===== src/cpu_pkg.sv =====
// Widths, opcodes, ALU and condition codes, stage codes, writeback selects, instruction union
package cpu_pkg;

  //--------------------------------------------------------------------
  // Widths
  //--------------------------------------------------------------------
  localparam int DATA_W     = 32;
  localparam int PC_W       = 25;
  localparam int ADDR_W     = 26;  // Word address on the memory port
  localparam int REG_ADDR_W = 4;
  localparam int ALU_OP_W   = 5;
  localparam int STAGE_W    = 3;

  localparam logic [REG_ADDR_W-1:0] LINK_REG = 4'd15;  // BAL return address

  // Unlisted ALU codes yield zero
  localparam logic [ALU_OP_W-1:0] ALU_SUB = 5'd0;
  localparam logic [ALU_OP_W-1:0] ALU_ADD = 5'd2;
  localparam logic [ALU_OP_W-1:0] ALU_XOR = 5'd4;
  localparam logic [ALU_OP_W-1:0] ALU_OR  = 5'd5;
  localparam logic [ALU_OP_W-1:0] ALU_AND = 5'd6;

  //--------------------------------------------------------------------
  // Opcodes and condition codes
  //--------------------------------------------------------------------
  localparam logic [5:0] OP_ALU   = 6'b00_0011;
  localparam logic [5:0] OP_JR    = 6'b00_1011;
  localparam logic [5:0] OP_B     = 6'b00_0001;
  localparam logic [5:0] OP_BAL   = 6'b00_1001;
  localparam logic [5:0] OP_LDW   = 6'b00_0010;
  localparam logic [5:0] OP_STW   = 6'b00_0110;
  localparam logic [5:0] OP_ADDIL = 6'b00_1010;
  localparam logic [5:0] OP_ADDIH = 6'b00_1110;
  localparam logic [5:0] OP_ORIL  = 6'b01_0010;
  localparam logic [5:0] OP_ORIH  = 6'b01_0110;
  localparam logic [5:0] OP_ANDIL = 6'b01_1010;
  localparam logic [5:0] OP_ANDIH = 6'b01_1110;

  localparam logic [3:0] COND_EQ = 4'h0;  // Z
  localparam logic [3:0] COND_NE = 4'h1;
  localparam logic [3:0] COND_HS = 4'h2;  // C
  localparam logic [3:0] COND_LO = 4'h3;
  localparam logic [3:0] COND_MI = 4'h4;  // N
  localparam logic [3:0] COND_PL = 4'h5;
  localparam logic [3:0] COND_VS = 4'h6;  // V
  localparam logic [3:0] COND_VC = 4'h7;
  localparam logic [3:0] COND_HI = 4'h8;
  localparam logic [3:0] COND_LS = 4'h9;
  localparam logic [3:0] COND_GE = 4'ha;
  localparam logic [3:0] COND_LT = 4'hb;
  localparam logic [3:0] COND_GT = 4'hc;
  localparam logic [3:0] COND_LE = 4'hd;
  localparam logic [3:0] COND_AL = 4'he;
  localparam logic [3:0] COND_NV = 4'hf;

  //--------------------------------------------------------------------
  // Sequencer stages and writeback sources
  //--------------------------------------------------------------------
  localparam logic [STAGE_W-1:0] STAGE_FETCH     = 3'd1;
  localparam logic [STAGE_W-1:0] STAGE_DECODE    = 3'd2;
  localparam logic [STAGE_W-1:0] STAGE_EXEC      = 3'd3;
  localparam logic [STAGE_W-1:0] STAGE_ACCESS    = 3'd4;
  localparam logic [STAGE_W-1:0] STAGE_WRITEBACK = 3'd5;
  localparam logic [STAGE_W-1:0] STAGE_MEM_WAIT  = 3'd6;

  localparam logic [1:0] WB_SEL_ALU  = 2'd0;
  localparam logic [1:0] WB_SEL_MEM  = 2'd1;
  localparam logic [1:0] WB_SEL_LINK = 2'd2;

  // Instruction word, register and immediate layouts
  typedef union packed {
    struct packed {
      logic [5:0]            opcode;
      logic [3:0]            cond;
      logic                  set_flags;
      logic [REG_ADDR_W-1:0] src_a;
      logic [REG_ADDR_W-1:0] src_b;
      logic [REG_ADDR_W-1:0] dest;
      logic [ALU_OP_W-1:0]   alu_op;
      logic [3:0]            spare;
    } reg_fmt;
    struct packed {
      logic [5:0]            opcode;
      logic [REG_ADDR_W-1:0] base;
      logic                  set_flags;
      logic [REG_ADDR_W-1:0] reg_field;
      logic                  spare;
      logic [15:0]           imm16;
    } imm_fmt;
  } instr_t;

endpackage


===== src/fetch_unit.sv =====
// Program counter, instruction register and return-address capture
module fetch_unit import cpu_pkg::*; (
  input  logic              clk,
  input  logic              reset,
  input  logic              pc_enable,
  input  logic              ir_enable,
  input  logic              jump_sel,
  input  logic              offset_sel,
  input  logic [DATA_W-1:0] immediate,
  input  logic [DATA_W-1:0] operand_a,
  input  logic [DATA_W-1:0] memory_data_read,
  output instr_t            instr,
  output logic [PC_W-1:0]   pc,
  output logic [PC_W-1:0]   link_addr
);

  logic [PC_W-1:0] step;
  logic [PC_W-1:0] pc_next;
  logic [PC_W-1:0] ret_pc;  // pc of the instruction that moved it

  // Branch offset is imm16 sign-extended to the pc width
  assign step = offset_sel ? {{(PC_W-16){immediate[15]}}, immediate[15:0]} : PC_W'(1);

  assign pc_next = jump_sel ? operand_a[PC_W-1:0] : pc + step;

  assign link_addr = ret_pc + 1'b1;

  always_ff @(posedge clk) begin
    if (reset) begin
      pc     <= '0;
      ret_pc <= '0;
      instr  <= '0;
    end else begin
      if (pc_enable) begin
        pc     <= pc_next;
        ret_pc <= pc;
      end
      if (ir_enable) instr <= memory_data_read;  // Fetch data held by memory
    end
  end

endmodule


===== src/stage_sequencer.sv =====
// Stage FSM and per-stage decode of the control strobes
module stage_sequencer import cpu_pkg::*; (
  input  logic                  clk,
  input  logic                  reset,
  input  instr_t                instr,
  input  logic                  status_pass,
  input  logic                  memory_busy,
  output logic                  memory_read_req,
  output logic                  memory_write_req,
  output logic [REG_ADDR_W-1:0] read_addr_a,
  output logic [REG_ADDR_W-1:0] read_addr_b,
  output logic [REG_ADDR_W-1:0] write_addr,
  output logic                  write_enable,
  output logic [ALU_OP_W-1:0]   alu_op,
  output logic                  operand_sel_imm,
  output logic [DATA_W-1:0]     immediate,
  output logic                  flag_update,
  output logic                  cond_latch,
  output logic                  pc_enable,
  output logic                  ir_enable,
  output logic                  jump_sel,
  output logic                  offset_sel,
  output logic                  addr_sel,
  output logic [1:0]            result_sel
);

  logic [STAGE_W-1:0] stage;
  logic [STAGE_W-1:0] stage_next;
  logic [5:0]         opcode;
  logic [15:0]        imm16;
  logic [DATA_W-1:0]  imm_next;

  assign opcode = instr.reg_fmt.opcode;
  assign imm16  = instr.imm_fmt.imm16;  // Branches also read this view

  //--------------------------------------------------------------------
  // Immediate forms
  //--------------------------------------------------------------------
  always_comb begin
    case (opcode)
      OP_ADDIL, OP_B, OP_BAL, OP_LDW, OP_STW:
        imm_next = {{(DATA_W-16){imm16[15]}}, imm16};
      OP_ADDIH, OP_ORIH: imm_next = {imm16, {(DATA_W-16){1'b0}}};
      OP_ORIL:           imm_next = {{(DATA_W-16){1'b0}}, imm16};
      OP_ANDIL:          imm_next = {{(DATA_W-16){1'b1}}, imm16};  // Keep upper half
      OP_ANDIH:          imm_next = {imm16, {(DATA_W-16){1'b1}}};
      default:           imm_next = '0;
    endcase
  end

  always_ff @(posedge clk) begin
    if (cond_latch) immediate <= imm_next;  // Valid from EXEC on
  end

  always_ff @(posedge clk) begin
    if (reset) stage <= STAGE_WRITEBACK;  // Comes out of reset fetching address 0
    else       stage <= stage_next;
  end

  //--------------------------------------------------------------------
  // Stage decode
  //--------------------------------------------------------------------
  always_comb begin
    stage_next       = stage;
    memory_read_req  = 1'b0;
    memory_write_req = 1'b0;
    read_addr_a      = '0;
    read_addr_b      = '0;
    write_addr       = '0;
    write_enable     = 1'b0;
    alu_op           = ALU_SUB;
    operand_sel_imm  = 1'b0;
    flag_update      = 1'b0;
    cond_latch       = 1'b0;
    pc_enable        = 1'b0;
    ir_enable        = 1'b0;
    jump_sel         = 1'b0;
    offset_sel       = 1'b0;
    addr_sel         = 1'b0;
    result_sel       = WB_SEL_ALU;
    if (!reset) begin
      case (stage)
        STAGE_FETCH: begin
          if (!memory_busy) begin
            ir_enable  = 1'b1;
            stage_next = STAGE_DECODE;
          end
        end
        STAGE_DECODE: begin
          stage_next = STAGE_EXEC;
          cond_latch = 1'b1;
          case (opcode)
            OP_ALU, OP_JR: begin
              read_addr_a = instr.reg_fmt.src_a;
              read_addr_b = instr.reg_fmt.src_b;
            end
            OP_STW: begin
              read_addr_a = instr.imm_fmt.base;
              read_addr_b = instr.imm_fmt.reg_field;  // Store data
            end
            OP_LDW, OP_ADDIL, OP_ADDIH, OP_ORIL, OP_ORIH, OP_ANDIL, OP_ANDIH:
              read_addr_a = instr.imm_fmt.base;
            default: ;
          endcase
        end
        STAGE_EXEC: begin
          stage_next  = STAGE_ACCESS;
          pc_enable   = 1'b1;
          flag_update = instr.reg_fmt.set_flags;
          case (opcode)
            OP_ALU:       alu_op = instr.reg_fmt.alu_op;
            OP_JR:        jump_sel = status_pass;
            OP_B, OP_BAL: offset_sel = status_pass;
            OP_LDW, OP_STW, OP_ADDIL, OP_ADDIH: begin
              operand_sel_imm = 1'b1;
              alu_op          = ALU_ADD;
            end
            OP_ORIL, OP_ORIH: begin
              operand_sel_imm = 1'b1;
              alu_op          = ALU_OR;
            end
            OP_ANDIL, OP_ANDIH: begin
              operand_sel_imm = 1'b1;
              alu_op          = ALU_AND;
            end
            default: ;
          endcase
        end
        STAGE_ACCESS: begin
          stage_next = STAGE_WRITEBACK;
          case (opcode)
            OP_BAL: result_sel = WB_SEL_LINK;
            OP_LDW: begin
              memory_read_req = 1'b1;
              stage_next      = STAGE_MEM_WAIT;
            end
            OP_STW: begin
              memory_write_req = 1'b1;
              stage_next       = STAGE_MEM_WAIT;
            end
            default: ;
          endcase
        end
        STAGE_MEM_WAIT: begin
          if (!memory_busy) begin
            result_sel = WB_SEL_MEM;
            stage_next = STAGE_WRITEBACK;
          end
        end
        STAGE_WRITEBACK: begin
          stage_next      = STAGE_FETCH;
          memory_read_req = 1'b1;  // Next instruction at the new pc
          addr_sel        = 1'b1;
          case (opcode)
            OP_ALU: begin
              write_enable = status_pass;
              write_addr   = instr.reg_fmt.dest;
            end
            OP_BAL: begin
              write_enable = status_pass;
              write_addr   = LINK_REG;
            end
            OP_LDW, OP_ADDIL, OP_ADDIH, OP_ORIL, OP_ORIH, OP_ANDIL, OP_ANDIH: begin
              write_enable = 1'b1;
              write_addr   = instr.imm_fmt.reg_field;
            end
            default: ;
          endcase
        end
        default: stage_next = STAGE_WRITEBACK;
      endcase
    end
  end

endmodule


===== src/register_file.sv =====
// Fifteen working registers, zero register at index 0, registered read ports
module register_file import cpu_pkg::*; (
  input  logic                  clk,
  input  logic                  reset,
  input  logic [REG_ADDR_W-1:0] read_addr_a,
  input  logic [REG_ADDR_W-1:0] read_addr_b,
  input  logic [REG_ADDR_W-1:0] write_addr,
  input  logic                  write_enable,
  input  logic [DATA_W-1:0]     writeback_data,
  output logic [DATA_W-1:0]     operand_a,
  output logic [DATA_W-1:0]     operand_b
);

  logic [DATA_W-1:0] regs [1:2**REG_ADDR_W-1];

  always_ff @(posedge clk) begin
    if (reset) begin
      for (int i = 1; i < 2**REG_ADDR_W; i++) regs[i] <= '0;
      operand_a <= '0;
      operand_b <= '0;
    end else begin
      if (write_enable && write_addr != '0) regs[write_addr] <= writeback_data;
      // Index 0 reads as zero
      operand_a <= (read_addr_a == '0) ? '0 : regs[read_addr_a];
      operand_b <= (read_addr_b == '0) ? '0 : regs[read_addr_b];
    end
  end

endmodule


===== src/alu_flags.sv =====
// ALU, result register, NZCV flags and condition evaluation
module alu_flags import cpu_pkg::*; (
  input  logic                clk,
  input  logic                reset,
  input  logic [DATA_W-1:0]   operand_a,
  input  logic [DATA_W-1:0]   operand_b,
  input  logic [DATA_W-1:0]   immediate,
  input  logic                operand_sel_imm,
  input  logic [ALU_OP_W-1:0] alu_op,
  input  logic                flag_update,
  input  logic                cond_latch,
  input  instr_t              instr,
  output logic [DATA_W-1:0]   result,
  output logic                status_pass
);

  localparam int MSB = DATA_W - 1;

  logic [DATA_W-1:0] alu_b;
  logic [DATA_W:0]   alu_out;  // Carry in the top bit
  logic              c_next;
  logic              v_next;
  logic              n_flag;
  logic              z_flag;
  logic              c_flag;
  logic              v_flag;
  logic              cond_true;

  assign alu_b = operand_sel_imm ? immediate : operand_b;

  always_comb begin
    alu_out = '0;
    c_next  = 1'b0;
    v_next  = 1'b0;
    case (alu_op)
      ALU_ADD: begin
        alu_out = {1'b0, operand_a} + {1'b0, alu_b};
        c_next  = alu_out[DATA_W];
        v_next  = (operand_a[MSB] == alu_b[MSB]) && (alu_out[MSB] != operand_a[MSB]);
      end
      ALU_SUB: begin
        alu_out = {1'b0, operand_a} - {1'b0, alu_b};
        c_next  = ~alu_out[DATA_W];  // Set when no borrow
        v_next  = (operand_a[MSB] != alu_b[MSB]) && (alu_out[MSB] != operand_a[MSB]);
      end
      ALU_AND: alu_out = {1'b0, operand_a & alu_b};
      ALU_OR:  alu_out = {1'b0, operand_a | alu_b};
      ALU_XOR: alu_out = {1'b0, operand_a ^ alu_b};
      default: alu_out = '0;
    endcase
  end

  // Condition field of the current instruction against the held flags
  always_comb begin
    case (instr.reg_fmt.cond)
      COND_EQ: cond_true = z_flag;
      COND_NE: cond_true = ~z_flag;
      COND_HS: cond_true = c_flag;
      COND_LO: cond_true = ~c_flag;
      COND_MI: cond_true = n_flag;
      COND_PL: cond_true = ~n_flag;
      COND_VS: cond_true = v_flag;
      COND_VC: cond_true = ~v_flag;
      COND_HI: cond_true = c_flag & ~z_flag;
      COND_LS: cond_true = ~c_flag | z_flag;
      COND_GE: cond_true = (n_flag == v_flag);
      COND_LT: cond_true = (n_flag != v_flag);
      COND_GT: cond_true = ~z_flag & (n_flag == v_flag);
      COND_LE: cond_true = z_flag | (n_flag != v_flag);
      COND_AL: cond_true = 1'b1;
      COND_NV: cond_true = 1'b0;
      default: cond_true = 1'b0;
    endcase
  end

  always_ff @(posedge clk) begin
    result <= alu_out[MSB:0];
  end

  always_ff @(posedge clk) begin
    if (reset) begin
      n_flag      <= 1'b0;
      z_flag      <= 1'b0;
      c_flag      <= 1'b0;
      v_flag      <= 1'b0;
      status_pass <= 1'b1;
    end else begin
      if (flag_update) begin
        n_flag <= alu_out[MSB];
        z_flag <= (alu_out[MSB:0] == '0);
        c_flag <= c_next;
        v_flag <= v_next;
      end
      if (cond_latch) status_pass <= cond_true;  // Held for the rest of the instruction
    end
  end

endmodule


===== src/memory_port.sv =====
// Memory address mux, store data register and writeback select
module memory_port import cpu_pkg::*; (
  input  logic              clk,
  input  logic              reset,
  input  logic [DATA_W-1:0] result,
  input  logic [PC_W-1:0]   pc,
  input  logic [PC_W-1:0]   link_addr,
  input  logic [DATA_W-1:0] operand_b,
  input  logic [DATA_W-1:0] memory_data_read,
  input  logic              addr_sel,
  input  logic [1:0]        result_sel,
  output logic [ADDR_W-1:0] memory_addr,
  output logic [DATA_W-1:0] memory_data_write,
  output logic [DATA_W-1:0] writeback_data
);

  // Data access uses the ALU result and fetch uses the pc
  assign memory_addr = addr_sel ? {{(ADDR_W-PC_W){1'b0}}, pc} : result[ADDR_W-1:0];

  always_ff @(posedge clk) begin
    if (reset) begin
      memory_data_write <= '0;
      writeback_data    <= '0;
    end else begin
      memory_data_write <= operand_b;  // Valid in ACCESS for STW
      case (result_sel)
        WB_SEL_MEM:  writeback_data <= memory_data_read;
        WB_SEL_LINK: writeback_data <= {{(DATA_W-PC_W){1'b0}}, link_addr};
        default:     writeback_data <= result;
      endcase
    end
  end

endmodule


===== src/cpu_core.sv =====
// Top level of the multi-cycle core that connects fetch, sequencer, registers, ALU and memory port
module cpu_core import cpu_pkg::*; (
  input  logic              clk,
  input  logic              reset,
  input  logic [DATA_W-1:0] memory_data_read,
  input  logic              memory_busy,
  output logic              memory_read_req,
  output logic              memory_write_req,
  output logic [ADDR_W-1:0] memory_addr,
  output logic [DATA_W-1:0] memory_data_write
);

  instr_t                instr;
  logic [PC_W-1:0]       pc;
  logic [PC_W-1:0]       link_addr;
  logic [DATA_W-1:0]     operand_a;
  logic [DATA_W-1:0]     operand_b;
  logic [DATA_W-1:0]     result;
  logic [DATA_W-1:0]     writeback_data;
  logic [DATA_W-1:0]     immediate;
  logic                  status_pass;
  logic [REG_ADDR_W-1:0] read_addr_a;
  logic [REG_ADDR_W-1:0] read_addr_b;
  logic [REG_ADDR_W-1:0] write_addr;
  logic                  write_enable;
  logic [ALU_OP_W-1:0]   alu_op;
  logic                  operand_sel_imm;
  logic                  flag_update;
  logic                  cond_latch;
  logic                  pc_enable;
  logic                  ir_enable;
  logic                  jump_sel;
  logic                  offset_sel;
  logic                  addr_sel;
  logic [1:0]            result_sel;

  //--------------------------------------------------------------------
  // Input side and control
  //--------------------------------------------------------------------
  fetch_unit u_fetch (
    .clk              (clk),
    .reset            (reset),
    .pc_enable        (pc_enable),
    .ir_enable        (ir_enable),
    .jump_sel         (jump_sel),
    .offset_sel       (offset_sel),
    .immediate        (immediate),
    .operand_a        (operand_a),
    .memory_data_read (memory_data_read),
    .instr            (instr),
    .pc               (pc),
    .link_addr        (link_addr)
  );

  stage_sequencer u_seq (
    .clk              (clk),
    .reset            (reset),
    .instr            (instr),
    .status_pass      (status_pass),
    .memory_busy      (memory_busy),
    .memory_read_req  (memory_read_req),
    .memory_write_req (memory_write_req),
    .read_addr_a      (read_addr_a),
    .read_addr_b      (read_addr_b),
    .write_addr       (write_addr),
    .write_enable     (write_enable),
    .alu_op           (alu_op),
    .operand_sel_imm  (operand_sel_imm),
    .immediate        (immediate),
    .flag_update      (flag_update),
    .cond_latch       (cond_latch),
    .pc_enable        (pc_enable),
    .ir_enable        (ir_enable),
    .jump_sel         (jump_sel),
    .offset_sel       (offset_sel),
    .addr_sel         (addr_sel),
    .result_sel       (result_sel)
  );

  //--------------------------------------------------------------------
  // Datapath and output side
  //--------------------------------------------------------------------
  register_file u_regs (
    .clk            (clk),
    .reset          (reset),
    .read_addr_a    (read_addr_a),
    .read_addr_b    (read_addr_b),
    .write_addr     (write_addr),
    .write_enable   (write_enable),
    .writeback_data (writeback_data),
    .operand_a      (operand_a),
    .operand_b      (operand_b)
  );

  alu_flags u_alu (
    .clk             (clk),
    .reset           (reset),
    .operand_a       (operand_a),
    .operand_b       (operand_b),
    .immediate       (immediate),
    .operand_sel_imm (operand_sel_imm),
    .alu_op          (alu_op),
    .flag_update     (flag_update),
    .cond_latch      (cond_latch),
    .instr           (instr),
    .result          (result),
    .status_pass     (status_pass)
  );

  memory_port u_mem (
    .clk               (clk),
    .reset             (reset),
    .result            (result),
    .pc                (pc),
    .link_addr         (link_addr),
    .operand_b         (operand_b),
    .memory_data_read  (memory_data_read),
    .addr_sel          (addr_sel),
    .result_sel        (result_sel),
    .memory_addr       (memory_addr),
    .memory_data_write (memory_data_write),
    .writeback_data    (writeback_data)
  );

endmodule


===== config.mk =====
export PLATFORM = sky130hd
export DESIGN_NAME = cpu_core
export DESIGN_NICKNAME = d
export VERILOG_FILES = /design/src/cpu_pkg.sv /design/src/fetch_unit.sv /design/src/stage_sequencer.sv /design/src/register_file.sv /design/src/alu_flags.sv /design/src/memory_port.sv /design/src/cpu_core.sv
export SDC_FILE = /design/constraint.sdc
export NUM_CORES = 2
export LEC_CHECK = 0
export CORE_ASPECT_RATIO = 0.6
export CORE_MARGIN = 5
export CORE_UTILIZATION = 35
export CTS_CLUSTER_SIZE = 12
export DETAILED_ROUTE_END_ITERATION = 8
export DONT_BUFFER_PORTS = 1
export PLACE_DENSITY = 0.48
export RECOVER_POWER = 100
export SLEW_MARGIN = 15
export SYNTH_ARGS = -nofsm -noshare
export SYNTH_HDL_FRONTEND = slang
export SYNTH_SLANG_ARGS = --single-unit
export TNS_END_PERCENT = 50

===== constraint.sdc =====
create_clock -name clk -period 7.6 [get_ports clk]
set_input_delay 0.38 -clock clk [delete_from_list [all_inputs] [get_ports clk]]
set_output_delay 0.38 -clock clk [all_outputs]
set_load 0.005 [all_outputs]

==> reports/qor.csv <==
metric,value,unit
status,finished with violations,
failing checks,"max-capacitance violations, max-slew violations",
clock root buffer,clkbuf_16,
pre-CTS setup slack,0.890,ns
final setup vio count,0,
HP Class,in -> reg,
# rows,100,
Clock transition at path regs,0.07,ns
Hold WS,0.0606,ns
Placed Area,46200,um^2
top_reg_cell synth,edfxtp_1,
dpl cells,5779,
Critical path origin,u_seq.stage[2],
initial antenna violation count,17,
top post-synthesis cells by count,"edfxtp_1, and2_1, clkbuf_1, o21ai_0, o221ai_1",
VDD IR max,0.000160,V
Finished Layout Cells,5974,
CTS sink cnt,794,
crit path time final,7.32,ns
largest net degree at the start of global routing,129,
share of layout cells above drive strength 1,0.0682,
fin util,0.392,
core area,125000,um^2
fin worst setup slack,0.284,ns
DRT Pass-1 Iters,8,
CP Data Arrival Time,7.63,ns
hpwl dp,118000,um
vias in the first global route,33800,
sequential fraction of the synthesis area,0.484,
"top cells by area, synth","edfxtp_1, dfxtp_1, and2_1",
Port Buffer Count,0,
FF-to-FF Start,u_seq.stage[2],
final max-slew violation count,1155,
setup TNS,0,ns
Routability Congestion,0.957,
synthesis warning total,0,
vias per cell,6.03,
gr ovfl total,0,
Post-synth EDFFs,544,
RSZ-0062 raised after global routing,false,
CTS Buf Count,82,
Final Instance Area,48900,um^2
clk buf depth,3,
Overall Power,9.18,mW
worst-skew pair later-pin latency,0.69,ns
startpoint class of the critical path,register,
CTS H-tree lvls,3,
Starting Density,0.354,
critical setup path kind,reg -> reg,
Synth-to-Final Area Change,10.8,%
crit path max fanout,31,
Die Y,285,um
first-pass GRT wire length,260000,um
share of the synthesized area in the top cell type,0.370,
num ports,95,
hold_sp,memory_data_read[12],
Nets,4384,
Synth Instances,4334,
worst rel slew slack,-1.25,
#FFs+latches synth,794,
Fmax,137,MHz
Total Wirelength,185000,um
total track usage,0.269,
most common cell in the netlist,edfxtp_1,
PD cells,188,nW/um^2
CP endpoint kind,register,
post-route ant nets,0,
syn_area_per_cell,10.2,um^2
synth unique cells,94,
cell taking the most area after synthesis,edfxtp_1,
Final period util,0.963,
CTS tree,built,
Critical Path RT,7.91,ns
number of fill cells,12200,
Netlist Area Pre-Place,44100,um^2
Die Area,133000,um^2
static leakage,16.0,nW
Worst-Margin Slew,3.38,ns
Final Hold Violating Endpoints,0,
Iter 0 DRT Violations,4664,
die width,468,um
drt wl/cell,31.0,um
Via Count,36000,
asr flop ratio synth,0,
Max Cap Viol,37,
Remaining DRCs,0,
clk_skew,0.0216,ns
[sequential cells by signal, summed over array words and instances, names as in the netlist, 3 cells and up]
signal                   flops
u_alu.result                32
u_fetch.instr               32
u_fetch.pc                  25
u_fetch.ret_pc              25
u_mem.memory_data_write     32
u_mem.writeback_data        32
u_regs.operand_a            32
u_regs.operand_b            32
u_regs.regs                512
u_seq.immediate             32
u_seq.stage                  3
[layer usage]
layer  track usage  vias up  routed length (um)
met3        0.0682      261               19300
li1              -    15900                   -
met5             0        -                  13
met1         0.428    18000               89900
met2         0.353     1881               71300
met4        0.0666        2                4600
[cell families after synthesis]
group | Yosys count | synth area share
muxes | 319 | 0.0743
AOI/OAI and AO/OA | 1249 | 0.196
adders and majority gates | 135 | 0.0388
xor gates and xnor gates | 50 | 0.00993
other | 1 | 0.0000850
buffers and inverters | 480 | 0.0412
and+or+nand+nor | 1306 | 0.156
DFF | 794 | 0.484
[power by group]
part,internal [mW],switching (mW),total [mW]
registers,4.72,0.101,4.82
clock network,2.18,1.83,4.01
logic,0.0911,0.250,0.341
[worst max-delay path: stages (launching register included)]
cell and delay [ns]:
dfxtp_1 0.58, nand2_1 0.28, nor2_4 0.15, clkbuf_1 1.72, o21a_1 0.34, nor2b_1 0.19, nand2_1 0.38, o21ai_0 2.50
buf_4 0.75
[worst paths after layout]
kind	to	slack [ns]	cells after the start
setup / recovery	u_regs.regs[8][8]	0.28	8
hold / removal	u_mem.writeback_data[12]	0.06	4
setup reg to reg	u_regs.regs[8][8]	0.28	8
hold reg to reg	u_mem.memory_data_write[28]	0.46	1
[layout make-up]
class | count | area, um^2 | area share
Multi-Input combinational cell | 3091 | 21400 | 0.437
Timing Repair Buffer | 138 | 1110 | 0.0228
Clock inverter | 17 | 131 | 0.00269
Tap cell | 1683 | 2110 | 0.0431
Sequential cell | 794 | 21300 | 0.437
Inverter | 107 | 402 | 0.00822
Clock buffer | 135 | 2420 | 0.0494
Antenna cell | 9 | 22.5 | 0.000461
[what timing repair did]
| item | CTS | global route |
|---|---|---|
| gates resized for setup | 0 | 0 |
| hold buffers | 34 | 0 |
| setup buffers | 0 | 0 |
| endpoints found under the setup margin | 0 | 0 |
| endpoints found under the hold margin | 147 | 0 |
[placed cells by master, fill, tap and decap left out, types with 34 or more instances in the layout]
cell type / n
and2_0: 209
clkbuf_16: 86
o21ai_0: 256
buf_4: 53
dfxtp_1: 250
xnor2_1: 36
a22oi_1: 94
o211ai_1: 148
nor2_1: 227
nand3_1: 75
o221ai_1: 263
clkbuf_1: 68
nand2_1: 248
inv_1: 105
a21oi_1: 220
mux2i_1: 260
nor2b_1: 47
nor3_1: 43
and2_1: 297
ha_1: 132
a21o_1: 34
edfxtp_1: 544
Power figures use the tool's default switching activity.
